<file path="config.mk">
export PLATFORM = sky130hd
export DESIGN_NAME = waitTimer
export DESIGN_NICKNAME = d
export VERILOG_FILES = /design/src/source/waitTimer.sv
export SDC_FILE = /design/constraint.sdc
export NUM_CORES = 1
export LEC_CHECK = 0
export ABC_AREA = 0
export BUFFER_PORTS_ARGS = -buffer_cell sky130_fd_sc_hd__clkbuf_2
export CAP_MARGIN = 20
export CORE_AREA = 5 5 42 44
export CTS_CLUSTER_SIZE = 8
export DETAILED_ROUTE_END_ITERATION = 10
export DIE_AREA = 0 0 47 49
export SLEW_MARGIN = 0
export SYNTH_ARGS = -nofsm -noshare
export SYNTH_HDL_FRONTEND = slang
export SYNTH_SLANG_ARGS = --single-unit
</file>
<file path="constraint.sdc">
create_clock -name CLK -period 2.4 [get_ports CLK]
set_clock_uncertainty 0.15 [all_clocks]
set_input_delay 0.12 -clock CLK [delete_from_list [all_inputs] [get_ports CLK]]
set_output_delay 0.12 -clock CLK [all_outputs]
set_load 0.01 [all_outputs]
</file>
<file path="src/source/waitTimer.sv">
`timescale 1ns/10ps
`default_nettype none

module waitTimer #(
	parameter int timerBits = 5
) (
	input logic CLK,
	input logic rstN,
	input logic [timerBits-1:0] load,
	input logic start,
	output logic done
);

	logic [timerBits-1:0] count;

	always_ff @(posedge CLK or negedge rstN) begin
		if (!rstN) begin
			count <= '0;
		end else if (start) begin
			count <= load; // restart even if still running
		end else if (count != '0) begin
			count <= count - 1'b1;
		end
	end

	// zero holds until the next start
	assign done = count == '0;

endmodule

`default_nettype wire
</file>
==> impl_metrics.ini <==
[floorplan]
ios = 9
initial_core_util = 0.1991
die_x_um = 47
coreArea_mm2 = 0.001401
num_rows = 14
dieArea_mm2 = 0.002303
die_h_um = 49

[power]
power.leakage_uw = 0.0001916
ir_drop_v = 0.0002587
p_per_area_mw_per_mm2 = 699.1
totalPowerFinal_uw = 294.8

[detailed_routing]
vias_per_cell = 3.917
dr.pass1.iters = 3
wirelength_um = 595
vias = 235
wire_per_inst_um = 9.917
drtIter0Drc = 4
detail-route-antenna-nets = 0
drc_errors = 0

[final_layout]
final_layout_size_suffix_gt1_frac = 0.3182
largestRegisters = count: 5 flops
nNetsFinal = 54
layout_common_cells = 8 x clkbuf_2, 6 x dlygate4sd3_1, 5 x nand2_1, 5 x dfrtp_1
area_growth_pct = 51.12
largest_reg_flops = 5
regMostFlops = count
diodes = 0
final_common_cell = clkbuf_2

[worst_hold_path]
hold_path_depth = 2
min_path_type = in2reg
min_from = start
hold_end = count[1]$_DFFE_PN0P_

[sta]
slew_headroom = 0.7448
setup_tns_ps = 0
period_needed_ps = 1744
drv_slew = 0
finalHoldViolations = 0
worst_pin_slew_ps = 381.1
fmax_ghz = 0.5735
rsz0062_at_grt = no
period_share = 0.7265
hold_slack_ps = 43.21
setup_viol = 0

[clock_tree]
cts.clk_slew.worst_paths_ps = 40
insertion_delay_ps = 240
clock_sinks = 5
clockBufferDepth = 2
numCtsBuffers = 3
htree_num_levels = 1
cts_resized = 0
ctsRootBufferMaster = clkbuf_4
cts_tree = done

[worst_setup_path]
path_max_fanout = 5
r2r_start = count[0]$_DFFE_PN0P_
worstPathRequired_ps = 2130
critPathKind = reg2out
ff2ff_path_depth = 5
critical_path_arrival_ps = 1470
r2r_end = count[1]$_DFFE_PN0P_
start_kind = flop
worstSetupEndpointType = output port
ff2ff_setup_slack_ps = 660

[synth]
yosysTopAreaCellShare = 0.4484
synth_area_leaders = dfrtp_1 45%, xnor2_1 9.4%, nor4b_4 8.5%
syn_avg_cell_area_um2 = 10.33
synth-seq-cells = 5
yosysWarnings = 0
synth_top_area_cell = dfrtp_1
synth_nets = 36
synth-seq-area-share = 0.4484
synthDistinctLibCells = 13
syn_inst = 27
synth_area_um2 = 279.0

[global_routing]
grt_antenna_before_repair = 0
grt_max_degree = 11
grt_pass1_vias = 199
grt_usage = 0.06148
grt-ovfl-total = 0
grt_first_pass_wirelength_um = 883

[placement]
place.gp.congestion = 0.6899
numPortBuffers = 8

[flow_run]
max_cap_viol_count = 0

[outcome]
status = complete, no violations
[metal layers]
layer / track usage / part of all wire / vias to the layer above
li1: - / - / 125
met3: 0.05535 / 0.091 / 0
met5: 0 / 0 / -
met1: 0.07333 / 0.47 / 102
met2: 0.06787 / 0.43 / 8
met4: 0.04147 / 0 / 0
[worst max-delay path: stages (launching register included)]
cell and delay [ps]:
dfrtp_1 370, inv_1 90, ha_1 210, nor4b_4 360, clkbuf_2 210
[Yosys cell counts]
library cell / n
nor4b_4: 1
clkbuf_1: 1
o21ai_2: 1
o31ai_1: 3
ha_1: 1
nand2_1: 5
inv_1: 3
nor3_1: 1
o21ai_1: 1
xnor2_1: 3
o21ai_0: 1
mux2_2: 1
dfrtp_1: 5
[layout make-up]
type | instances | area (µm²)
Tap cell | 16 | 20.02
Timing Repair Buffer | 14 | 100.1
Fill cell | 157 | 979.7
Sequential cell | 5 | 125.1
Inverter | 3 | 11.26
Multi-Input combinational cell | 18 | 138.9
Clock buffer | 4 | 26.28
[where the power goes]
part | internal [µW] | switching [µW]
Sequential | 99.9 | 16.7
Clock | 62.8 | 33.1
Combinational | 45.9 | 36.6
Total | 208 | 86.3
[logic make-up (layout without fill, tap and decap cells)]
family,count (synthesis),count (layout),share of synthesized area
flip-flops,5,5,0.4484
adder cells (fa/ha/maj),1,1,0.04484
buffers and inverters,4,21,0.05380
multiplexers,1,1,0.04036
XOR/XNOR,3,3,0.09419
AO/OA/AOI/OAI,6,6,0.1479
AND/OR/NAND/NOR,7,7,0.1704
[worst max path at each step]
stage / start / endpoint / depth (start not counted)
global route: count[0]$_DFFE_PN0P_ / done / 4
CTS: count[0]$_DFFE_PN0P_ / done / 4
finish: count[0]$_DFFE_PN0P_ / done / 4
detailed placement: count[0]$_DFFE_PN0P_ / count[1]$_DFFE_PN0P_ / 5
global placement: count[0]$_DFFE_PN0P_ / count[1]$_DFFE_PN0P_ / 5
floorplan: count[0]$_DFFE_PN0P_ / count[1]$_DFFE_PN0P_ / 5
[timing repair]
action	4_1_cts	5_1_grt
buffers inserted	0	0
hold endpoints to repair	10	0
hold buffers	6	0
[metrics by stage]
step | utilization | setup WS, ps | cell area, µm² | std cells
final | 0.3009 | 656.4 | 421.7 | 60
after global routing | 0.3009 | 538.1 | 421.7 | 60
after CTS | 0.3009 | 630.8 | 421.7 | 60
after detailed placement | 0.2393 | 657.0 | 335.3 | 50
after global placement | 0.2393 | 686.1 | 335.3 | 50
after floorplan | - | 697.6 | 279.0 | 27
Power figures use the tool's default switching activity.
