`config.mk`:
```
export PLATFORM = sky130hd
export DESIGN_NAME = addrDecode_flat
export DESIGN_NICKNAME = d
export VERILOG_FILES = /design/src/source/gluePkg.sv /design/src/source/selIf.sv /design/src/source/addrDecode.sv /design/src/flat_wrapper.sv
export SDC_FILE = /design/constraint.sdc
export NUM_CORES = 1
export LEC_CHECK = 0
export BUFFER_PORTS_ARGS = -buffer_cell sky130_fd_sc_hd__buf_2
export CAP_MARGIN = 20
export CORE_AREA = 2 2 39 41
export CTS_CLUSTER_SIZE = 14
export DETAILED_ROUTE_END_ITERATION = 8
export DIE_AREA = 0 0 41 43
export HOLD_SLACK_MARGIN = 0.06
export PLACE_DENSITY_LB_ADDON = 0.12
export SKIP_LAST_GASP = 1
export SLEW_MARGIN = 10
export SYNTH_ARGS = -nofsm -noshare
export SYNTH_HDL_FRONTEND = slang
export SYNTH_SLANG_ARGS = --single-unit
```
`constraint.sdc`:
```
create_clock -name CLK -period 1.3 [get_ports CLK]
set_input_delay 0.195 -clock CLK [delete_from_list [all_inputs] [get_ports CLK]]
set_output_delay 0.195 -clock CLK [all_outputs]
set_load 0.005 [all_outputs]
```
`src/source/gluePkg.sv`:
```
`default_nettype none

package gluePkg;

	// 68000 byte address and data bus
	parameter int addrBits = 24; // A23..A0 with A0 implied by the strobes
	parameter int dataBits = 16; // D15..D0

	// boot ROM image holds romFillBase + i in word i
	parameter logic [dataBits-1:0] romFillBase = 16'hA500;

	// bus-cycle controller states
	typedef enum logic [2:0] {
		idle,    // waiting for address strobe
		decode,  // selects settle before the path edge
		waitMem, // RAM/ROM wait states counting
		waitIo,  // waiting on external ack or timeout
		ack,     // DTACK low until AS rises
		busErr   // BERR low until AS rises
	} busState;

endpackage

`default_nettype wire

```
`src/source/selIf.sv`:
```
`timescale 1ns/10ps
`default_nettype none

interface selIf;

	logic romCs;      // ROM at 0 under overlay or in the 4x window
	logic romCs4x;    // 0x4xxxxx ROM window
	logic sndRomCs;   // sound ROM pages inside 4x
	logic ramCs;      // system RAM once overlay is off
	logic ramCs0x;    // low 4MB before the overlay qualifies it
	logic ioCs;       // anything handled on the I/O side
	logic ioPwCs;     // video RAM write window
	logic iaCs;       // interrupt acknowledge space
	logic sndRamCsWr; // sound RAM write pages
	logic bact;       // controller has a cycle in flight

	modport decoder (
		output romCs, romCs4x, sndRomCs, ramCs, ramCs0x,
		output ioCs, ioPwCs, iaCs, sndRamCsWr,
		input bact
	);

	modport ctrl (
		input romCs, romCs4x, sndRomCs, ramCs, ramCs0x,
		input ioCs, ioPwCs, iaCs, sndRamCsWr,
		output bact
	);

endinterface

`default_nettype wire

```
`src/source/addrDecode.sv`:
```
`timescale 1ns/10ps
`default_nettype none

module addrDecode (
	input logic CLK,
	input logic rstN,
	input logic [gluePkg::addrBits-1:0] addr,
	input logic rwN,
	selIf.decoder sel
);

	logic overlay;   // ROM mirrored at 0 after reset
	logic vidWin64k; // write into 0x3Fxxxx
	logic vidWin;    // video RAM write pages

	// boot overlay dropped once code runs from the 4x window
	always_ff @(posedge CLK or negedge rstN) begin
		if (!rstN) begin
			overlay <= 1'b1;
		end else if (sel.bact && sel.romCs4x) begin
			overlay <= 1'b0; // sticks until next reset
		end
	end

	// ROM side
	assign sel.romCs4x = addr[23:20] == 4'h4;
	assign sel.romCs = (addr[23:20] == 4'h0 && overlay) || sel.romCs4x;
	assign sel.sndRomCs = sel.romCs4x &&
		(addr[20:8] == 13'h036C || addr[20:8] == 13'h036D ||
		addr[20:8] == 13'h036F); // sound ROM pages

	// RAM side
	assign sel.ramCs0x = addr[23:22] == 2'b00;
	assign sel.ramCs = sel.ramCs0x && !overlay;

	assign vidWin64k = sel.ramCs0x && !rwN && addr[23:16] == 8'h3F;
	assign vidWin = vidWin64k &&
		(addr[15:12] inside {[4'h2:4'h7], [4'hA:4'hF]}); // frame buffer pages

	// sound buffer shares the top of the video pages
	assign sel.sndRamCsWr = vidWin64k && (
		(addr[15:12] == 4'hF && addr[11:8] inside {[4'hD:4'hF]}) ||
		(addr[15:12] == 4'hA && addr[11:8] inside {[4'h1:4'h3]}));

	// I/O side decoded from the address alone without AS
	assign sel.iaCs = addr[23:16] == 8'hFF; // IACK cycles
	assign sel.ioCs = addr[23:20] inside {[4'h5:4'hF]} || // SCSI, SCC, IWM, VIA, IACK
		(addr[23:20] == 4'h4 && overlay) || // first 4x hit
		vidWin; // video writes go through I/O side too
	assign sel.ioPwCs = vidWin;

endmodule

`default_nettype wire

```
`src/flat_wrapper.sv`:
```
// flat-port wrapper written by rule: the top's interface ports become plain ports
module addrDecode_flat 
  (CLK, rstN, addr, rwN, sel_romCs, sel_romCs4x, sel_sndRomCs, sel_ramCs, sel_ramCs0x, sel_ioCs, sel_ioPwCs, sel_iaCs, sel_sndRamCsWr, sel_bact);
  selIf sel_i ();
  input logic CLK;
  input logic rstN;
  input logic [gluePkg::addrBits-1:0] addr;
  input logic rwN;
  output wire logic [$bits(sel_i.romCs)-1:0] sel_romCs;
  output wire logic [$bits(sel_i.romCs4x)-1:0] sel_romCs4x;
  output wire logic [$bits(sel_i.sndRomCs)-1:0] sel_sndRomCs;
  output wire logic [$bits(sel_i.ramCs)-1:0] sel_ramCs;
  output wire logic [$bits(sel_i.ramCs0x)-1:0] sel_ramCs0x;
  output wire logic [$bits(sel_i.ioCs)-1:0] sel_ioCs;
  output wire logic [$bits(sel_i.ioPwCs)-1:0] sel_ioPwCs;
  output wire logic [$bits(sel_i.iaCs)-1:0] sel_iaCs;
  output wire logic [$bits(sel_i.sndRamCsWr)-1:0] sel_sndRamCsWr;
  input wire logic [$bits(sel_i.bact)-1:0] sel_bact;
  assign sel_romCs = sel_i.romCs;
  assign sel_romCs4x = sel_i.romCs4x;
  assign sel_sndRomCs = sel_i.sndRomCs;
  assign sel_ramCs = sel_i.ramCs;
  assign sel_ramCs0x = sel_i.ramCs0x;
  assign sel_ioCs = sel_i.ioCs;
  assign sel_ioPwCs = sel_i.ioPwCs;
  assign sel_iaCs = sel_i.iaCs;
  assign sel_sndRamCsWr = sel_i.sndRamCsWr;
  assign sel_i.bact = sel_bact;
  addrDecode u_core (.CLK(CLK), .rstN(rstN), .addr(addr), .rwN(rwN), .sel(sel_i));
endmodule
```
==> results.sh, run 1 <==
export IMPL_outcome="complete, but fails checks"
export IMPL_violations="negative setup slack"
export IMPL_clock_skew_ps=0
export IMPL_path_cells="buf_2 > or4_4 > a211oi_2 > buf_2"
export IMPL_setup_worst_path_end_class="output port"
export IMPL_fin_ws_ps=-32.2
export IMPL_regMostFlops="u_core.overlay"
export IMPL_synth_seq_area_share_pct=13.5
export IMPL_die_area_um2=1760
export IMPL_reg2reg_slack_ps=400
export IMPL_synth_main_ff_cell="dfstp_2"
export IMPL_async_flop_share_pct=100
export IMPL_rr_worst_depth=2
export IMPL_final_util_pct=29.3
export IMPL_syn_area_per_cell_um2=6.93
export IMPL_post_route_min_period_ps=1330
export IMPL_cp_arrival_ps=1140
export IMPL_startpoint="addr[12]"
export IMPL_fp_row_count=14
export IMPL_routedWlPerCell_um=10.1
export IMPL_start_kind="input pin"
export IMPL_grt_pass1_vias=311
export IMPL_critPathCapture="sel_sndRamCsWr"
export IMPL_rsz0062_at_grt="yes"
export IMPL_slowest_delay_ps=520
export IMPL_worstPathRequired_ps=1110
export IMPL_synth_edf_count=0
export IMPL_fmax_mhz=751
export IMPL_synthDistinctLibCells=22
export IMPL_die_h_um=43
export IMPL_overflow=0
export IMPL_slew_viol_final=0
export IMPL_io_buffers=28
export IMPL_synth_net_count=56
export IMPL_die_x_um=41
export IMPL_io_pins=37
export IMPL_drc_errors=0
export IMPL_hpwl_um=721
export IMPL_synth_top_area_share_pct=13.5
export IMPL_nets=92
export IMPL_worstMarginPinSlew_ps=342
export IMPL_final_hold_violation_count=0
export IMPL_netlist_instances=28
export IMPL_worstSetupPathType="in2out"
export IMPL_core_region_area_um2=1380
export IMPL_post_synth_top_count_cell="nor3_1"
export IMPL_drive_above_1_share_pct=62.9
export IMPL_synthTopCellsByArea="dfstp_2 (14%), nor3_1 (10%), a211oi_2 (6.5%)"
export IMPL_cpMaxStageDelayCell="or4_4"
export IMPL_yosysWarnings=0
export IMPL_crit_reg2reg_launch="u_core.overlay$_DFFE_PN1P_"
export IMPL_dpl_worst_slack_ps=-41.6
export IMPL_clk_latency_ps=0
export IMPL_ys_top_cells_by_count="nor3_1 (4), nand2_1 (2), nand4_1 (2), nor2_1 (2)"
export IMPL_yosysTopAreaCell="dfstp_2"
export IMPL_grt_util_all_layers_pct=8.82
export IMPL_power_density_nw_per_um2=278
export IMPL_ant_nets=0
export IMPL_largest_reg_flops=1
export IMPL_reg2reg_to="u_core.overlay$_DFFE_PN1P_"
export IMPL_crit_path_max_fanout=2
export IMPL_grt_max_degree=6
export IMPL_firstDrtPassIters=2
export IMPL_grt_first_pass_wirelength_mm=1.15
export IMPL_ys_ff_latch=1
export IMPL_area_growth_pct=109
export IMPL_synth_area_um2=194
export IMPL_top_regs="u_core.overlay x1"
export IMPL_clk_pin_slew_worst_paths_ps=0
export IMPL_wirelength_um=784
export IMPL_viasPerCell=4.54
export IMPL_antenna_found_initial=0
export IMPL_power_leakage_nw=0.205
export IMPL_slew_headroom_pct=76.6
export IMPL_setup_viol=1
export IMPL_place_congestion=0.696
export IMPL_start_util_pct=14.0
export IMPL_antenna_cells=0
export IMPL_ir_drop_v=0.000181
export IMPL_drtIter0Drc=1
export IMPL_drv_cap=0
export IMPL_num_vias=354
export IMPL_cp_common_cell="buf_2"
export IMPL_hp_class="in2async"
export IMPL_period_share_pct=102
worst max-delay path, delay by kind of cell:
kind / cells / cell delay (ps)
AOI/OAI and AO/OA: 1 / 170
buffers and inverters: 2 / 250
and+or+nand+nor: 1 / 520
timing repair:
action                     4_1_cts  5_1_grt
gates resized for setup          0        2
setup buffers                    0        0
setup endpoints to repair        1        2
hold buffers                     0        0
cells by family (layout without fill, tap and decap cells):
kind of cell    after synthesis  count (layout)  synth area share [%]
buf+inv                       1              35                  1.93
simple gates                 18              18                  52.3
flops                         1               1                  13.6
compound gates                8               8                  32.3
how the worst min path moves through the flow:
stage | from | end | cells after the start | slack, ps
floorplan | rstN | u_core.overlay$_DFFE_PN1P_ | 0 | 50
detailed placement | rstN | u_core.overlay$_DFFE_PN1P_ | 1 | 130
global placement | rstN | u_core.overlay$_DFFE_PN1P_ | 1 | 130
CTS | rstN | u_core.overlay$_DFFE_PN1P_ | 1 | 130
finish | rstN | u_core.overlay$_DFFE_PN1P_ | 1 | 130
global route | rstN | u_core.overlay$_DFFE_PN1P_ | 1 | 140
routing by layer:
layer  GRT usage (%)  up-vias  part of all wire [%]
li1                -      181                     -
met1            12.5      157                    40
met2            15.3       16                    49
met3               0        0                    10
met4               0        0                     0
met5               0        -                     0
placed cells by master (no fill, tap or decap), types with 2 or more instances in the layout:
cell / n
buf_2: 28
buf_4: 6
nand2_1: 2
nand4_1: 2
nor2_1: 2
nor3_1: 4
where the power goes:
group	switching (mW)	leakage (nW)	internal, mW
logic	0.0363	0.195	0.0445
registers	0	0.0103	0.0317
clock network	0	0	0
final cells by class:
cell class | count | area [um^2]
multi-input combinational | 26 | 170
timing repair buffer | 34 | 185
inverter | 1 | 3.75
fill | 165 | 978
tap | 16 | 20.0
sequential | 1 | 26.3
per-stage QoR:
stage / hold slack (ps) / cell area (um^2) / power (mW) / std cells / setup TNS [ps]
floorplan: 47.2 / 194 / 0.0498 / 28 / 0
global placement: 128 / 399 / 0.112 / 78 / -42.8
detailed placement: 130 / 399 / 0.111 / 78 / -41.6
CTS: 130 / 399 / 0.112 / 78 / -41.9
global route: 140 / 405 / 0.123 / 78 / -48.4
finish: 128 / 405 / 0.113 / 78 / -32.2
No activity file was read; power rests on OpenSTA's default activity.
==> run 2: changes to the inputs <==
==> constraint.sdc (replaced) <==
create_clock -name CLK -period 1.3 [get_ports CLK]
set_input_delay 0 -clock CLK [delete_from_list [all_inputs] [get_ports CLK]]
set_output_delay 0 -clock CLK [all_outputs]
set_load 0.005 [all_outputs]
==> run 2 against run 1 <==
Net effect: sequential power barely moved; first-iteration DRC count rose by 100%; die area did not move; core utilization fell by 3.0 points; the flow now finishes without violations; critical path depth did not move; worst setup slack improved by 270 ps; flip-flop and latch count did not move; fmax rose by 26%; total power fell by 10%; combinational power fell by 14%.
==> results.sh, run 2 (same netlist as run 1, synthesis figures left out) <==
export IMPL_outcome="finished clean"
export IMPL_clk_pin_slew_worst_paths_ps=0
export IMPL_worstMarginPinSlew_ps=341
export IMPL_worstPathRequired_ps=1300
export IMPL_drc_errors=0
export IMPL_io_buffers=28
export IMPL_min_from="sel_bact"
export IMPL_area_growth_pct=87.7
export IMPL_regMostFlops="u_core.overlay"
export IMPL_power_density_nw_per_um2=278
export IMPL_cpMaxStageDelayCell="dfstp_2"
export IMPL_p_int_mw=0.0680
export IMPL_place_inst=72
export IMPL_clk_latency_ps=0
export IMPL_final_cell_mix="buf_2 (28), nor3_1 (4), nand2_1 (2), nor2_1 (2), nand4_1 (2)"
export IMPL_ir_drop_v=0.000166
export IMPL_fin_cells=73
export IMPL_hp_class="in2reg"
export IMPL_viasPerCell=4.63
export IMPL_hold_slack_ps=168
export IMPL_drtIter0Drc=2
export IMPL_final_hold_violation_count=0
export IMPL_setup_worst_path_end_class="output port"
export IMPL_nets=87
export IMPL_ant_nets=0
export IMPL_wirelength_um=756
export IMPL_fmax_mhz=945
export IMPL_cp_arrival_ps=1060
export IMPL_crit_path_max_fanout=4
export IMPL_slowest_delay_ps=360
export IMPL_rsz0062_at_grt="no"
export IMPL_final_util_pct=26.3
export IMPL_grt_max_degree=8
export IMPL_grt_util_all_layers_pct=8.52
export IMPL_place_congestion=0.650
export IMPL_start_util_pct=14.0
export IMPL_grt_pass1_vias=308
export IMPL_core_region_area_um2=1380
export IMPL_start_kind="register"
export IMPL_path_cells="or3_1 > a21oi_1 > o31ai_1 > buf_2"
export IMPL_p_sw_share_pct=32.9
export IMPL_worstSetupPathType="reg2out"
export IMPL_top_regs="u_core.overlay x1"
export IMPL_clock_skew_ps=0
export IMPL_fill_cells=174
export IMPL_power_share_clock_pct=0
export IMPL_overflow=0
export IMPL_power_leakage_nw=0.178
export IMPL_fp_row_count=14
export IMPL_crit_reg2reg_launch="u_core.overlay$_DFFE_PN1P_"
export IMPL_drive_above_1_share_pct=54.4
export IMPL_pwr_share_seq_pct=31.3
export IMPL_die_x_um=41
export IMPL_firstDrtPassIters=2
export IMPL_largest_reg_flops=1
export IMPL_hpwl_um=672
export IMPL_drv_cap=0
export IMPL_antenna_found_initial=0
export IMPL_pwr_share_comb_pct=68.7
export IMPL_io_pins=37
export IMPL_layout_commonest_cell="buf_2"
export IMPL_die_h_um=43
export IMPL_antenna_cells=0
export IMPL_routedWlPerCell_um=10.4
export IMPL_post_route_min_period_ps=1060
export IMPL_num_vias=338
export IMPL_setup_viol=0
export IMPL_setup_tns_ps=0
export IMPL_slew_headroom_pct=76.7
export IMPL_switchingPower_mw=0.0333
export IMPL_die_area_um2=1760
export IMPL_startpoint="u_core.overlay$_DFFE_PN1P_"
export IMPL_multiInputGateArea_um2=164
export IMPL_period_share_pct=81.4
export IMPL_final_seq_area_um2=26.3
export IMPL_grt_first_pass_wirelength_mm=1.15
export IMPL_slew_viol_final=0
run 2: cell types whose count changed in the layout (fill, tap and decap cells not counted):
cell,change
a21oi_2,-1
a21oi_1,+1
or2_4,-1
buf_4,-6
or2_1,+1
dlygate4sd3_1,+1
run 2: power by group through the flow:
stage	sequential [mW]	clock [mW]	combinational (mW)
finish	0.0317	0	0.0696
global route	0.0317	0	0.0790
CTS	0.0317	0	0.0708
detailed placement	0.0317	0	0.0682
global placement	0.0317	0	0.0682
floorplan	0.0317	0	0.0180
run 2: final cells by class:
class / instances / share of cell area (%)
timing repair buffer: 29 / 41.2
multi-input combinational: 26 / 45.0
inverter: 1 / 1.03
tap: 16 / 5.50
sequential: 1 / 7.22
run 2: per-layer routing:
layer | GRT usage (%) | share of wire [%] | up-vias
met5 | 0 | 0 | -
met2 | 13.8 | 45 | 16
li1 | - | - | 174
met4 | 0 | 0 | 0
met3 | 0 | 10 | 0
met1 | 13.1 | 45 | 148
run 2: repair_timing:
item,in CTS,in global routing
resized for setup,0,0
hold endpoints to repair,1,0
hold buffers,1,0
setup buffers,0,0
run 2: stage by stage:
step	power (mW)	area (um^2)	setup WS, ps
6_report	0.101	364	242
5_1_grt	0.111	364	196
4_1_cts	0.103	364	229
3_5_place_dp	0.100	354	235
3_3_place_gp	0.0999	354	225
2_1_floorplan	0.0498	194	396
run 2: path summary, 6_finish.rpt:
path	slack, ps	endpoint	cells after the start
max	240	sel_ioCs	4
min	170	u_core.overlay$_DFFE_PN1P_	2
max reg2reg	470	u_core.overlay$_DFFE_PN1P_	1
min reg2reg	500	u_core.overlay$_DFFE_PN1P_	1
max in group asynchronous	810	u_core.overlay$_DFFE_PN1P_	2
min in group asynchronous	470	u_core.overlay$_DFFE_PN1P_	2
run 2: worst max-delay path, delay by kind of cell (launching register included):
family / cells / cell delay [ps]
AOI/OAI and AO/OA: 2 / 230
buffers and inverters: 1 / 130
and+or+nand+nor: 1 / 340
DFF: 1 / 360
