[config.mk]
export PLATFORM = sky130hd
export DESIGN_NAME = busCycleFsm_flat
export DESIGN_NICKNAME = d
export VERILOG_FILES = /design/src/source/gluePkg.sv /design/src/source/memIf.sv /design/src/source/selIf.sv /design/src/source/busCycleFsm.sv /design/src/flat_wrapper.sv
export SDC_FILE = /design/constraint.sdc
export NUM_CORES = 1
export LEC_CHECK = 0
export BUFFER_PORTS_ARGS = -buffer_cell sky130_fd_sc_hd__buf_2
export CAP_MARGIN = 20
export CORE_MARGIN = 3
export CORE_UTILIZATION = 25
export DETAILED_ROUTE_END_ITERATION = 8
export MAX_ROUTING_LAYER = met4
export SLEW_MARGIN = 20
export SYNTH_ARGS = -nofsm -noshare
export SYNTH_HDL_FRONTEND = slang
export SYNTH_SLANG_ARGS = --single-unit
[constraint.sdc]
create_clock -name CLK -period 6.13 [get_ports CLK]
set_input_delay 0.613 -clock CLK [delete_from_list [all_inputs] [get_ports CLK]]
set_output_delay 0.613 -clock CLK [all_outputs]
set_load 0.05 [all_outputs]
[src/source/gluePkg.sv]
`default_nettype none

package gluePkg;

	// 68000 byte address and data bus
	parameter int addrBits = 24; // A23..A0 with A0 implied by the strobes
	parameter int dataBits = 16; // D15..D0

	// boot ROM image holds romFillBase + i in word i
	parameter logic [dataBits-1:0] romFillBase = 16'hA500;

	// bus-cycle controller states
	typedef enum logic [2:0] {
		idle,    // waiting for address strobe
		decode,  // selects settle before the path edge
		waitMem, // RAM/ROM wait states counting
		waitIo,  // waiting on external ack or timeout
		ack,     // DTACK low until AS rises
		busErr   // BERR low until AS rises
	} busState;

endpackage

`default_nettype wire

[src/source/memIf.sv]
`timescale 1ns/10ps
`default_nettype none

interface memIf;
	import gluePkg::*;

	logic [addrBits-2:0] wordAddr; // A23..A1
	logic [dataBits-1:0] wrData;
	logic [dataBits-1:0] rdData;   // zero while sel is low
	logic [1:0] byteEn;            // {upper, lower} lane
	logic wrStb;                   // one-cycle write pulse
	logic sel;                     // this memory owns the cycle

	modport master (
		output wordAddr, wrData, byteEn, wrStb, sel,
		input rdData
	);

	modport target (
		input wordAddr, wrData, byteEn, wrStb, sel,
		output rdData
	);

endinterface

`default_nettype wire

[src/source/selIf.sv]
`timescale 1ns/10ps
`default_nettype none

interface selIf;

	logic romCs;      // ROM at 0 under overlay or in the 4x window
	logic romCs4x;    // 0x4xxxxx ROM window
	logic sndRomCs;   // sound ROM pages inside 4x
	logic ramCs;      // system RAM once overlay is off
	logic ramCs0x;    // low 4MB before the overlay qualifies it
	logic ioCs;       // anything handled on the I/O side
	logic ioPwCs;     // video RAM write window
	logic iaCs;       // interrupt acknowledge space
	logic sndRamCsWr; // sound RAM write pages
	logic bact;       // controller has a cycle in flight

	modport decoder (
		output romCs, romCs4x, sndRomCs, ramCs, ramCs0x,
		output ioCs, ioPwCs, iaCs, sndRamCsWr,
		input bact
	);

	modport ctrl (
		input romCs, romCs4x, sndRomCs, ramCs, ramCs0x,
		input ioCs, ioPwCs, iaCs, sndRamCsWr,
		output bact
	);

endinterface

`default_nettype wire

[src/source/busCycleFsm.sv]
`timescale 1ns/10ps
`default_nettype none

module busCycleFsm #(
	parameter int ramWait = 1,
	parameter int romWait = 3,
	parameter int ioTimeout = 20,
	parameter int timerBits = 5
) (
	input logic CLK,
	input logic rstN,
	input logic asN,
	input logic udsN,
	input logic ldsN,
	input logic rwN,
	input logic [gluePkg::addrBits-1:1] addr,
	input logic [gluePkg::dataBits-1:0] dataIn,
	input logic ioAck,
	output logic dtackN,
	output logic berrN,
	output logic [gluePkg::dataBits-1:0] dataOut,
	selIf.ctrl sel,
	memIf.master ramMem,
	memIf.master romMem,
	output logic [timerBits-1:0] tmrLoad,
	output logic tmrStart,
	input logic tmrDone
);
	import gluePkg::*;

	busState state;
	busState stateNext;
	logic ioAckQ;                   // external ack through one flop
	logic selRamQ;                  // cycle latched to RAM
	logic selRomQ;                  // cycle latched to ROM
	logic rwNQ;
	logic [1:0] byteEnQ;
	logic [addrBits-2:0] wordAddrQ;
	logic [dataBits-1:0] dataQ;
	logic wrStb;

	always_comb begin
		stateNext = state;
		case (state)
			idle: if (!asN) stateNext = decode; // edge 0
			decode: begin
				if (asN) stateNext = idle; // strobe dropped early
				else if (sel.ioCs) stateNext = waitIo; // I/O wins over memory
				else if (sel.romCs || sel.ramCs) stateNext = waitMem;
				else stateNext = busErr; // unmapped such as RAM under overlay
			end
			waitMem: begin
				if (asN) stateNext = idle;
				else if (tmrDone) stateNext = ack;
			end
			waitIo: begin
				if (asN) stateNext = idle;
				else if (ioAckQ) stateNext = ack; // ack beats timeout on same edge
				else if (tmrDone) stateNext = busErr;
			end
			ack, busErr: if (asN) stateNext = idle; // hold until AS rises
			default: stateNext = idle;
		endcase
	end

	always_ff @(posedge CLK or negedge rstN) begin
		if (!rstN) begin
			state <= idle;
			dtackN <= 1'b1;
			berrN <= 1'b1;
			ioAckQ <= 1'b0;
			selRamQ <= 1'b0;
			selRomQ <= 1'b0;
		end else begin
			state <= stateNext;
			dtackN <= stateNext != ack; // low for the whole ack state
			berrN <= stateNext != busErr;
			ioAckQ <= ioAck;
			if (state == decode) begin
				selRomQ <= !sel.ioCs && sel.romCs;
				selRamQ <= !sel.ioCs && !sel.romCs && sel.ramCs;
			end else if (stateNext == idle) begin
				selRomQ <= 1'b0;
				selRamQ <= 1'b0;
			end
		end
	end

	// cycle payload latched once per cycle
	always_ff @(posedge CLK) begin
		if (state == decode) begin
			wordAddrQ <= addr;
			dataQ <= dataIn;
			byteEnQ <= {!udsN, !ldsN}; // strobes are active low
			rwNQ <= rwN;
		end
	end

	// timer takes the memory wait or I/O timeout on the path edge
	assign tmrStart = state == decode;
	always_comb begin
		if (sel.ioCs || !(sel.romCs || sel.ramCs)) tmrLoad = timerBits'(ioTimeout);
		else if (sel.romCs) tmrLoad = timerBits'(romWait);
		else tmrLoad = timerBits'(ramWait);
	end

	assign sel.bact = state != idle; // low again the edge AS is seen high

	// write lands on the edge DTACK falls
	assign wrStb = state == waitMem && tmrDone && !asN && !rwNQ;

	assign ramMem.wordAddr = wordAddrQ;
	assign ramMem.wrData = dataQ;
	assign ramMem.byteEn = byteEnQ;
	assign ramMem.wrStb = wrStb;
	assign ramMem.sel = selRamQ;

	assign romMem.wordAddr = wordAddrQ;
	assign romMem.wrData = dataQ;
	assign romMem.byteEn = byteEnQ;
	assign romMem.wrStb = wrStb; // acked and dropped by ROM
	assign romMem.sel = selRomQ;

	// unselected memory reads back zero
	assign dataOut = selRomQ ? romMem.rdData : ramMem.rdData;

endmodule

`default_nettype wire

[src/flat_wrapper.sv]
// flat-port wrapper written by rule: the top's interface ports become plain ports
module busCycleFsm_flat import gluePkg::*;
#(
	parameter int ramWait = 1,
	parameter int romWait = 3,
	parameter int ioTimeout = 20,
	parameter int timerBits = 5
)
  (CLK, rstN, asN, udsN, ldsN, rwN, addr, dataIn, ioAck, dtackN, berrN, dataOut, tmrLoad, tmrStart, tmrDone, sel_romCs, sel_romCs4x, sel_sndRomCs, sel_ramCs, sel_ramCs0x, sel_ioCs, sel_ioPwCs, sel_iaCs, sel_sndRamCsWr, sel_bact, ramMem_wordAddr, ramMem_wrData, ramMem_byteEn, ramMem_wrStb, ramMem_sel, ramMem_rdData, romMem_wordAddr, romMem_wrData, romMem_byteEn, romMem_wrStb, romMem_sel, romMem_rdData);
  selIf sel_i ();
  memIf ramMem_i ();
  memIf romMem_i ();
  input logic CLK;
  input logic rstN;
  input logic asN;
  input logic udsN;
  input logic ldsN;
  input logic rwN;
  input logic [gluePkg::addrBits-1:1] addr;
  input logic [gluePkg::dataBits-1:0] dataIn;
  input logic ioAck;
  output logic dtackN;
  output logic berrN;
  output logic [gluePkg::dataBits-1:0] dataOut;
  output logic [timerBits-1:0] tmrLoad;
  output logic tmrStart;
  input logic tmrDone;
  input wire logic [$bits(sel_i.romCs)-1:0] sel_romCs;
  input wire logic [$bits(sel_i.romCs4x)-1:0] sel_romCs4x;
  input wire logic [$bits(sel_i.sndRomCs)-1:0] sel_sndRomCs;
  input wire logic [$bits(sel_i.ramCs)-1:0] sel_ramCs;
  input wire logic [$bits(sel_i.ramCs0x)-1:0] sel_ramCs0x;
  input wire logic [$bits(sel_i.ioCs)-1:0] sel_ioCs;
  input wire logic [$bits(sel_i.ioPwCs)-1:0] sel_ioPwCs;
  input wire logic [$bits(sel_i.iaCs)-1:0] sel_iaCs;
  input wire logic [$bits(sel_i.sndRamCsWr)-1:0] sel_sndRamCsWr;
  output wire logic [$bits(sel_i.bact)-1:0] sel_bact;
  output wire logic [$bits(ramMem_i.wordAddr)-1:0] ramMem_wordAddr;
  output wire logic [$bits(ramMem_i.wrData)-1:0] ramMem_wrData;
  output wire logic [$bits(ramMem_i.byteEn)-1:0] ramMem_byteEn;
  output wire logic [$bits(ramMem_i.wrStb)-1:0] ramMem_wrStb;
  output wire logic [$bits(ramMem_i.sel)-1:0] ramMem_sel;
  input wire logic [$bits(ramMem_i.rdData)-1:0] ramMem_rdData;
  output wire logic [$bits(romMem_i.wordAddr)-1:0] romMem_wordAddr;
  output wire logic [$bits(romMem_i.wrData)-1:0] romMem_wrData;
  output wire logic [$bits(romMem_i.byteEn)-1:0] romMem_byteEn;
  output wire logic [$bits(romMem_i.wrStb)-1:0] romMem_wrStb;
  output wire logic [$bits(romMem_i.sel)-1:0] romMem_sel;
  input wire logic [$bits(romMem_i.rdData)-1:0] romMem_rdData;
  assign sel_i.romCs = sel_romCs;
  assign sel_i.romCs4x = sel_romCs4x;
  assign sel_i.sndRomCs = sel_sndRomCs;
  assign sel_i.ramCs = sel_ramCs;
  assign sel_i.ramCs0x = sel_ramCs0x;
  assign sel_i.ioCs = sel_ioCs;
  assign sel_i.ioPwCs = sel_ioPwCs;
  assign sel_i.iaCs = sel_iaCs;
  assign sel_i.sndRamCsWr = sel_sndRamCsWr;
  assign sel_bact = sel_i.bact;
  assign ramMem_wordAddr = ramMem_i.wordAddr;
  assign ramMem_wrData = ramMem_i.wrData;
  assign ramMem_byteEn = ramMem_i.byteEn;
  assign ramMem_wrStb = ramMem_i.wrStb;
  assign ramMem_sel = ramMem_i.sel;
  assign ramMem_i.rdData = ramMem_rdData;
  assign romMem_wordAddr = romMem_i.wordAddr;
  assign romMem_wrData = romMem_i.wrData;
  assign romMem_byteEn = romMem_i.byteEn;
  assign romMem_wrStb = romMem_i.wrStb;
  assign romMem_sel = romMem_i.sel;
  assign romMem_i.rdData = romMem_rdData;
  busCycleFsm #(.ramWait(ramWait), .romWait(romWait), .ioTimeout(ioTimeout), .timerBits(timerBits)) u_core (.CLK(CLK), .rstN(rstN), .asN(asN), .udsN(udsN), .ldsN(ldsN), .rwN(rwN), .addr(addr), .dataIn(dataIn), .ioAck(ioAck), .dtackN(dtackN), .berrN(berrN), .dataOut(dataOut), .sel(sel_i), .ramMem(ramMem_i), .romMem(romMem_i), .tmrLoad(tmrLoad), .tmrStart(tmrStart), .tmrDone(tmrDone));
endmodule
==> results of run 1 <==
[sequential cells by signal (all words and copies together) (netlist names)]
name and flops:
u_core.ioAckQ 1, u_core.ramMem.byteEn 2, u_core.ramMem.sel 1, u_core.berrN 1, u_core.ramMem.wordAddr 23, u_core.ramMem.wrData 16, u_core.dtackN 1, u_core.romMem.sel 1
u_core.state 3, u_core.rwNQ 1
[path summary, 6_finish.rpt]
| kind | slack, ns | end | from | cells after the start |
|---|---|---|---|---|
| min in group CLK | 0.42 | u_core.ioAckQ$_DFF_PN0_ | ioAck | 1 |
| max in group asynchronous | 5.74 | u_core.berrN$_DFF_PN1_ | rstN | 1 |
| min reg2reg | 0.55 | u_core.ramMem.sel$_DFFE_PN0P_ | u_core.ramMem.sel$_DFFE_PN0P_ | 2 |
| max | 3.24 | tmrStart | u_core.state[1]$_DFF_PN0_ | 4 |
| max reg2reg | 4.18 | u_core.ramMem.byteEn[0]$_DFFE_PP_ | u_core.state[1]$_DFF_PN0_ | 3 |
| min | 0.15 | u_core.ioAckQ$_DFF_PN0_ | rstN | 1 |
[logic make-up (layout without fill, tap and decap cells)]
kind of cell           Yosys count  count (layout)  share of synthesized area, %
other                            1               1                         0.166
and+or+nand+nor                 24              24                          5.55
AOI/OAI and AO/OA               12              12                          4.50
DFF                             50              50                          65.0
buffers and inverters           54             204                          16.8
muxes                           16              16                          8.00
[cells in the final DEF, fill, tap and decap left out, types with 2 or more instances in the layout]
| master | instances |
|---|---|
| mux2_2 | 16 |
| clkinvlp_4 | 2 |
| dfstp_2 | 2 |
| edfxtp_1 | 42 |
| a21oi_1 | 3 |
| nor2_1 | 6 |
| clkbuf_8 | 5 |
| nand2_1 | 8 |
| o31ai_1 | 2 |
| buf_2 | 191 |
| dfrtp_1 | 6 |
| inv_1 | 4 |
| o21ai_0 | 2 |
[per-stage QoR]
stage,hold slack [ns],std cells,total power [mW]
2_1_floorplan,0.317,157,0.930
3_3_place_gp,0.469,407,1.00
3_5_place_dp,0.476,407,1.01
4_1_cts,0.131,415,1.25
5_1_grt,0.132,415,1.28
6_report,0.148,415,1.23
[power breakdown]
| part | total (mW) | internal [mW] | leakage [nW] | switching (mW) |
|---|---|---|---|---|
| clock | 0.233 | 0.121 | 0.0504 | 0.111 |
| sequential | 0.459 | 0.426 | 0.495 | 0.0332 |
| combinational | 0.534 | 0.114 | 0.911 | 0.420 |
| total | 1.23 | 0.661 | 1.46 | 0.565 |
[critical path: stages (launching register included)]
cell and delay, ns:
dfrtp_1 0.51, nor2_1 0.25, nand2_1 0.12, inv_2 0.67, buf_2 0.41
[synthesized netlist by cell type (all sizes together), types with 2 or more instances]
library cell	number	area share, %
o31ai	2	0.67
inv	5	0.83
dfstp	2	2.3
nand2	8	1.3
o32ai	2	1.6
dfrtp	6	6.7
buf	48	16
o21ai	2	0.44
mux2	16	8.0
nor2	7	1.5
edfxtp	42	56
a21oi	4	1.1
[layout make-up]
type	instances	area share (%)
clock inverters	3	1.45
well taps	108	4.36
flip-flops and latches	50	47.3
repair buffers	191	30.9
clock buffers	5	2.22
inverters	5	0.606
multi-input cells	53	13.2
[routing by layer]
metal	routed length, microns	global-route usage, %	part of all wire [%]	up-vias
met5	0	-	0	-
met1	1950	10.4	36	753
met3	685	2.77	13	2
met4	36	3.37	0.66	0
met2	2790	18.7	51	140
li1	-	-	-	800
==> impl_metrics.tcl, run 1 <==
set metrics [dict create \
    status "completed" \
    finalSetupViolCount 0 \
    n_fill_cell 859 \
    grt_max_degree 45 \
    synthCells 157 \
    drive_gt1_share_pct 72.6 \
    critPathMaxFanout 44 \
    drt_iter0_drc 33 \
    ios 199 \
    worstSetupEndpointType "primary output" \
    cap_violations 0 \
    hpwl_microns 4470 \
    ff_latch_area_sq_mm 0.00146 \
    first_pass_iters 4 \
    start_kind "flip-flop" \
    post_drt_wl_per_cell_microns 13.2 \
    grt_overflow_total 0 \
    syn_nets 245 \
    clkTransAtPathRegs_ns 0.09 \
    design.core.area_sq_mm 0.00872 \
    hold_class "primary input to asynchronous set/reset pin" \
    postCtsSetupRepairBufs 0 \
    hold_viol 0 \
    cp_data_arrival_time_ns 2.27 \
    insertion_delay_ns 0.29 \
    cts_buffers 5 \
    synth-edff-count 42 \
    drt-total-wl_microns 5460 \
    tightestPinTransition_ns 0.915 \
    power_density_mw_per_mm2 396 \
    final.setup.tns_ns 0 \
    final_util_pct 35.5 \
    antenna_found_initial 0 \
    ant_nets 0 \
    max_freq_mhz 347 \
    grt_pass1_vias 1589 \
    async_flop_share_pct 16.0 \
    post-route-period-util_pct 47.1 \
    holdBufCountCts 0 \
    cts_buffer_depth 2 \
    die_h_microns 101 \
    grt_pass1_wl_microns 7630 \
    criticalPathCategory "flip-flop to primary output" \
    syn_avg_cell_area_sq_um 14.4 \
    rows 34 \
    yosysWarningCount 0 \
    cts-resized-gates 0 \
    maxSlewViolCount 0 \
    cts_root_buf "clkbuf_8" \
    yosysSeqAreaShare_pct 65.0 \
    antenna_cells 0 \
    die-area_sq_mm 0.0102 \
    cts_tree "yes" \
    vias_per_cell 4.08 \
    pre_cts_ws_ns 3.52 \
    ys.flop_type "edfxtp_1" \
    cts.sinks 50 \
    finalInstanceArea_sq_mm 0.00310 \
    io_buffers 191 \
    place_congestion 0.740 \
    leakagePower_nw 1.46 \
    start_util_pct 25.8 \
    cp.required_ns 5.52 \
    fin_ws_ns 3.24 \
    dpl_cell_area_sq_mm 0.00298 \
    maxSlewHeadroom_pct 39.0 \
    grt_usage_pct 10.2 \
    syn_area_sq_mm 0.00225 \
    synth-seq-cells 50 \
    htreeDepth 2 \
    vdd.ir_drop.worst_uv 122 \
    die_width_microns 101 \
    route.detailed.drc 0 \
    via_count 1695 \
    multiInputGateArea_sq_um 410 \
    ys_types 30 \
    clock_skew_ns 0.00345 \
    syn_to_final_growth_pct 37.5 \
    rsz0062_at_grt "no" \
    num-nets-final 394 \
    fin_crit_ns 2.89 \
]
Note: power is estimated with default switching activity, not from simulation.
==> inputs of run 2 (changes only) <==
Settings changed: ABC_AREA set to 1.
Clock period 6.13 ns to 2.5 ns, I/O delays scaled along.
==> impl_metrics.tcl, run 2 <==
set metrics [dict create \
    status "completed" \
    vdd.ir_drop.worst_uv 549 \
    start_util_pct 25.9 \
    synth-seq-cells 50 \
    ant_nets 0 \
    critPathMaxFanout 6 \
    dpl.cell_count 463 \
    drt-total-wl_microns 5590 \
    dpl_cell_area_sq_mm 0.00306 \
    drive_gt1_share_pct 58.8 \
    via_count 1871 \
    synthCells 209 \
    p_clk_share_pct 12.5 \
    final.setup.tns_ns 0 \
    io_buffers 191 \
    insertion_delay_ns 0.30 \
    worstSetupEndpointType "primary output" \
    cts_root_buf "clkbuf_8" \
    place_congestion 0.797 \
    fin_cells 472 \
    die_h_microns 102 \
    ff2ff_path_depth 4 \
    grt_usage_pct 9.95 \
    cts_buffer_depth 2 \
    hold_class "primary input to flip-flop" \
    p_seq_share_pct 28.8 \
    p_int_mw 2.02 \
    yosysSeqAreaShare_pct 64.1 \
    rsz0062_at_grt "no" \
    met1_usage_pct 11.0 \
    grt_pass1_vias 1623 \
    async_flop_share_pct 16.0 \
    grt_util_met2_pct 17.5 \
    cp.required_ns 2.25 \
    drt_iter0_drc 55 \
    multiInputGateArea_sq_um 419 \
    switchingPower_mw 2.67 \
    synth_area_leaders "edfxtp_1, buf_4, nand2_1, dfrtp_1, dfstp_2" \
    finalInstanceArea_sq_mm 0.00319 \
    sw_frac_of_total_pct 56.9 \
    use_met3_pct 2.27 \
    die_width_microns 102 \
    most-common-layout-cells "buf_2, nand2_1, edfxtp_1" \
    cts_buffers 5 \
    cts-resized-gates 0 \
    hold_depth 1 \
    antenna_cells 0 \
    maxSlewViolCount 0 \
    ff_latch_area_sq_mm 0.00146 \
    fin_crit_ns 1.86 \
    ios 199 \
    post_drt_wl_per_cell_microns 11.8 \
    die-area_sq_mm 0.0103 \
    yosys-top-cells-count "nand2_1, buf_4, edfxtp_1" \
    clock_skew_ns 0.00415 \
    ys.flop_type "edfxtp_1" \
    synth-edff-count 42 \
    power_density_mw_per_mm2 1470 \
    criticalPathCategory "flip-flop to primary output" \
    design.core.area_sq_mm 0.00881 \
    hpwl_microns 4550 \
    ys_types 21 \
    first_pass_iters 4 \
    largest_reg_flops 23 \
    hold_ws_ns 0.0498 \
    p_comb_share_pct 58.7 \
    top_usage_layer "met2" \
    yosysMostFrequentCell "nand2_1" \
    synth_top_cell_by_area "edfxtp_1" \
    yosysWarningCount 0 \
    htreeDepth 2 \
    syn_avg_cell_area_sq_um 10.9 \
    cts.sinks 50 \
    grt_max_degree 39 \
    route.detailed.drc 0 \
    max_freq_mhz 538 \
    syn_to_final_growth_pct 39.4 \
    num-nets-final 451 \
    syn_area_sq_mm 0.00228 \
    r2r_slack_ns 0.97 \
    final_common_cell "buf_2" \
    grt_overflow_total 0 \
    cap_violations 0 \
    grt_pass1_wl_microns 7800 \
    post-route-period-util_pct 74.4 \
    syn_nets 297 \
    rows 34 \
    vias_per_cell 3.96 \
    clkTransAtPathRegs_ns 0.10 \
    synth.top_cell.area_share_pct 55.2 \
    cts_tree "yes" \
    cp_data_arrival_time_ns 1.61 \
    antenna_found_initial 0 \
    start_kind "flip-flop" \
    finalSetupViolCount 0 \
    leakagePower_nw 1.62 \
    n_fill_cell 898 \
    hold_viol 0 \
]
==> run 2: cell types whose count changed in the layout (fill, tap and decap cells not counted), moves of 3 or more <==
cell | before | now
inv_2 | 1 | 5
inv_1 | 4 | 9
nor2_1 | 6 | 14
nor3_1 | 1 | 4
o21ai_1 | 0 | 3
nand3_1 | 1 | 6
nand2_1 | 8 | 60
mux2_2 | 16 | 0
a21oi_1 | 3 | 0
==> run 2: power groups by stage <==
stage,Combinational (mW),Clock [mW],Sequential [mW]
floorplan,1.63,0,2.12
finish,2.75,0.587,1.35
detailed placement,2.77,0,1.38
global placement,2.77,0,1.36
CTS,2.78,0.624,1.36
global route,2.88,0.652,1.39
==> run 2: critical path, stage by stage, from the launching register on <==
cell and delay, ns:
dfrtp_1 0.45, nor2_1 0.21, nand2_1 0.10, nor3_1 0.23, buf_2 0.32
==> run 2: cell type report <==
type,instances,area share [%]
sequential,50,46.0
timing repair buffer,194,31.2
multi-input combinational,97,13.2
tap,108,4.24
clock buffer,5,2.16
inverter,15,1.77
clock inverter,3,1.53
==> run 2: routing by layer <==
metal / wire length [microns] / vias up
li1: - / 939
met1: 2110 / 852
met2: 3070 / 76
met3: 357 / 4
met4: 61 / 0
met5: 0 / -
==> run 2: cell families after synthesis <==
logic type      synth area share [%]
compound gates                  1.31
buf+inv                         17.6
flops                           64.1
other cells                    0.164
simple gates                    16.9
==> run 2: worst paths after layout <==
kind                                          startpoint                                end
setup / recovery               u_core.state[0]$_DFF_PN0_                       romMem_wrStb
hold / removal                                     ioAck            u_core.ioAckQ$_DFF_PN0_
setup reg to reg               u_core.state[2]$_DFF_PN0_  u_core.ramMem.wrData[0]$_DFFE_PP_
hold reg to reg            u_core.ramMem.sel$_DFFE_PN0P_      u_core.ramMem.sel$_DFFE_PN0P_
max in group asynchronous                           rstN             u_core.berrN$_DFF_PN1_
min in group asynchronous                           rstN            u_core.ioAckQ$_DFF_PN0_
==> run 2: per-stage QoR <==
| stage | setup slack (ns) | power (mW) | utilization (%) |
|---|---|---|---|
| final | 0.641 | 4.69 | 36.2 |
| after global routing | 0.535 | 4.92 | 36.2 |
| after CTS | 0.586 | 4.76 | 36.2 |
| after detailed placement | 0.937 | 4.15 | 34.7 |
| after global placement | 0.963 | 4.13 | 34.7 |
| after floorplan | 0.127 | 3.75 | - |
==> run 2: repair_timing <==
action,CTS,global route
hold buffers,1,0
hold endpoints to repair,8,0
buffers inserted,0,0
==> inputs of run 3 (changes only) <==
Clock period 2.5 ns to 1.77 ns, I/O delays scaled along.
==> impl_metrics.tcl, run 3 (same netlist as run 2, synthesis figures left out) <==
set metrics [dict create \
    cap_violations 0 \
    syn_to_final_growth_pct 41.3 \
    rsz0062_at_grt "no" \
    die_h_microns 102 \
    grt_pass1_vias 1776 \
    grt_usage_pct 10.5 \
    clkTransAtPathRegs_ns 0.10 \
    drive_gt1_share_pct 59.4 \
    cts.sinks 50 \
    htreeDepth 2 \
    criticalPathCategory "flip-flop to primary output" \
    cts_tree "yes" \
    grt_max_degree 24 \
    slowest_delay_ns 0.47 \
    top_usage_layer "met2" \
    slowest_stage "dfrtp_1" \
    cts_buffer_depth 2 \
    largest_reg_flops 23 \
    fin_crit_ns 1.65 \
    ff_latch_area_sq_mm 0.00146 \
    max_freq_mhz 606 \
    final_common_cell "buf_2" \
    grt_pass1_wl_microns 8250 \
    ant_nets 0 \
    die_width_microns 102 \
    postCtsSetupRepairBufs 0 \
    design.core.area_sq_mm 0.00881 \
    multiInputGateArea_sq_um 432 \
    finalSetupViolCount 0 \
    route.detailed.drc 0 \
    maxSlewViolCount 0 \
    hpwl_microns 4730 \
    rows 34 \
    met1_usage_pct 11.1 \
    place_congestion 0.798 \
    die-area_sq_mm 0.0103 \
    drt-total-wl_microns 5760 \
    num-nets-final 454 \
    first_pass_iters 4 \
    cp_data_arrival_time_ns 1.47 \
    cp.required_ns 1.59 \
    ios 199 \
    power_density_mw_per_mm2 2070 \
    most-common-layout-cells "buf_2, nand2_1, edfxtp_1" \
    clock_skew_ns 0.00549 \
    via_count 1911 \
    post_drt_wl_per_cell_microns 12.1 \
    hold_ws_ns 0.0410 \
    fin_ws_ns 0.119 \
    status "completed" \
    final_util_pct 36.7 \
    critPathMaxFanout 6 \
    start_util_pct 25.9 \
    antenna_found_initial 1 \
    cts_root_buf "clkbuf_8" \
    grt_util_met2_pct 19.4 \
    pre_cts_ws_ns 0.317 \
    insertion_delay_ns 0.30 \
    dpl_cell_area_sq_mm 0.00308 \
    leakagePower_nw 1.63 \
    crit_chain "nor2_2 > nand2_1 > nor3_2 > buf_4" \
    n_fill_cell 875 \
    vias_per_cell 4.01 \
    drt_iter0_drc 43 \
    start_kind "flip-flop" \
    hold_viol 0 \
    vdd.ir_drop.worst_uv 834 \
    post-route-period-util_pct 93.3 \
    finalInstanceArea_sq_mm 0.00323 \
    io_buffers 191 \
    hold_class "primary input to flip-flop" \
    worstSetupEndpointType "primary output" \
    use_met3_pct 3.72 \
    grt_overflow_total 0 \
    cts_buffers 5 \
]
-- run 3: cell count changes in the layout (fill, tap and decap cells not counted) --
cell           before  now
nor3_2              0    1
dlygate4sd3_1       1    2
buf_2             191  189
inv_6               0    1
nand2_2             2    1
nand2_4             0    1
diode_2             0    1
nor2_2              1    2
inv_8               1    0
nor2_1             14   13
buf_4               1    5
nor3_1              4    3
-- run 3: metrics by stage --
stage               power, mW  setup TNS, ns  instances
CTS                      6.77        -0.0725        475
detailed placement       5.92              0        465
finish                   6.68              0        476
global route             7.00              0        476
global placement         5.89              0        465
floorplan                5.32          -4.66        209
-- run 3: timing repair --
action                                 4_1_cts  5_1_grt
setup endpoints to repair                    2       18
hold buffers                                 2        0
endpoints found under the hold margin        9        0
resized for setup                            0        6
-- run 3: report_power, final --
| group | total (mW) | switching (mW) | leakage, nW | internal [mW] |
|---|---|---|---|---|
| clock | 0.818 | 0.396 | 0.0562 | 0.422 |
| combinational | 3.95 | 3.22 | 1.08 | 0.729 |
| sequential | 1.92 | 0.177 | 0.495 | 1.74 |
| total | 6.68 | 3.79 | 1.63 | 2.89 |
-- run 3: worst paths after layout --
path / start / end / slack [ns] / depth (start not counted)
min reg2reg: u_core.ramMem.sel$_DFFE_PN0P_ / u_core.ramMem.sel$_DFFE_PN0P_ / 0.53 / 2
max reg2reg: u_core.state[2]$_DFF_PN0_ / u_core.ramMem.wrData[13]$_DFFE_PP_ / 0.34 / 4
max in group asynchronous: rstN / u_core.berrN$_DFF_PN1_ / 1.31 / 2
min in group asynchronous: rstN / u_core.ioAckQ$_DFF_PN0_ / 0.23 / 2
min: dataIn[2] / u_core.ramMem.wrData[2]$_DFFE_PP_ / 0.04 / 1
max: u_core.state[0]$_DFF_PN0_ / ramMem_wrStb / 0.12 / 4
-- run 3: worst max-delay path: cells and delay by family, from the launching register on --
kind	cells	cell delay, ns
flops	1	0.47
simple gates	3	0.46
buf+inv	1	0.24
-- run 3: area by class of cell --
cell class / instances / area share (%)
Timing Repair Buffer: 197 / 31.7
Sequential cell: 50 / 45.3
Clock buffer: 5 / 2.13
Multi-Input combinational cell: 97 / 13.4
Clock inverter: 3 / 1.32
Antenna cell: 1 / 0.0775
Inverter: 15 / 1.86
Tap cell: 108 / 4.19
-- run 3: per-layer routing --
metal  part of all wire, %  wire [microns]  vias up
li1                      -               -      945
met5                     0               0        -
met2                    53            3070      110
met3                   8.8             509        2
met1                    38            2180      854
met4                  0.21              12        0
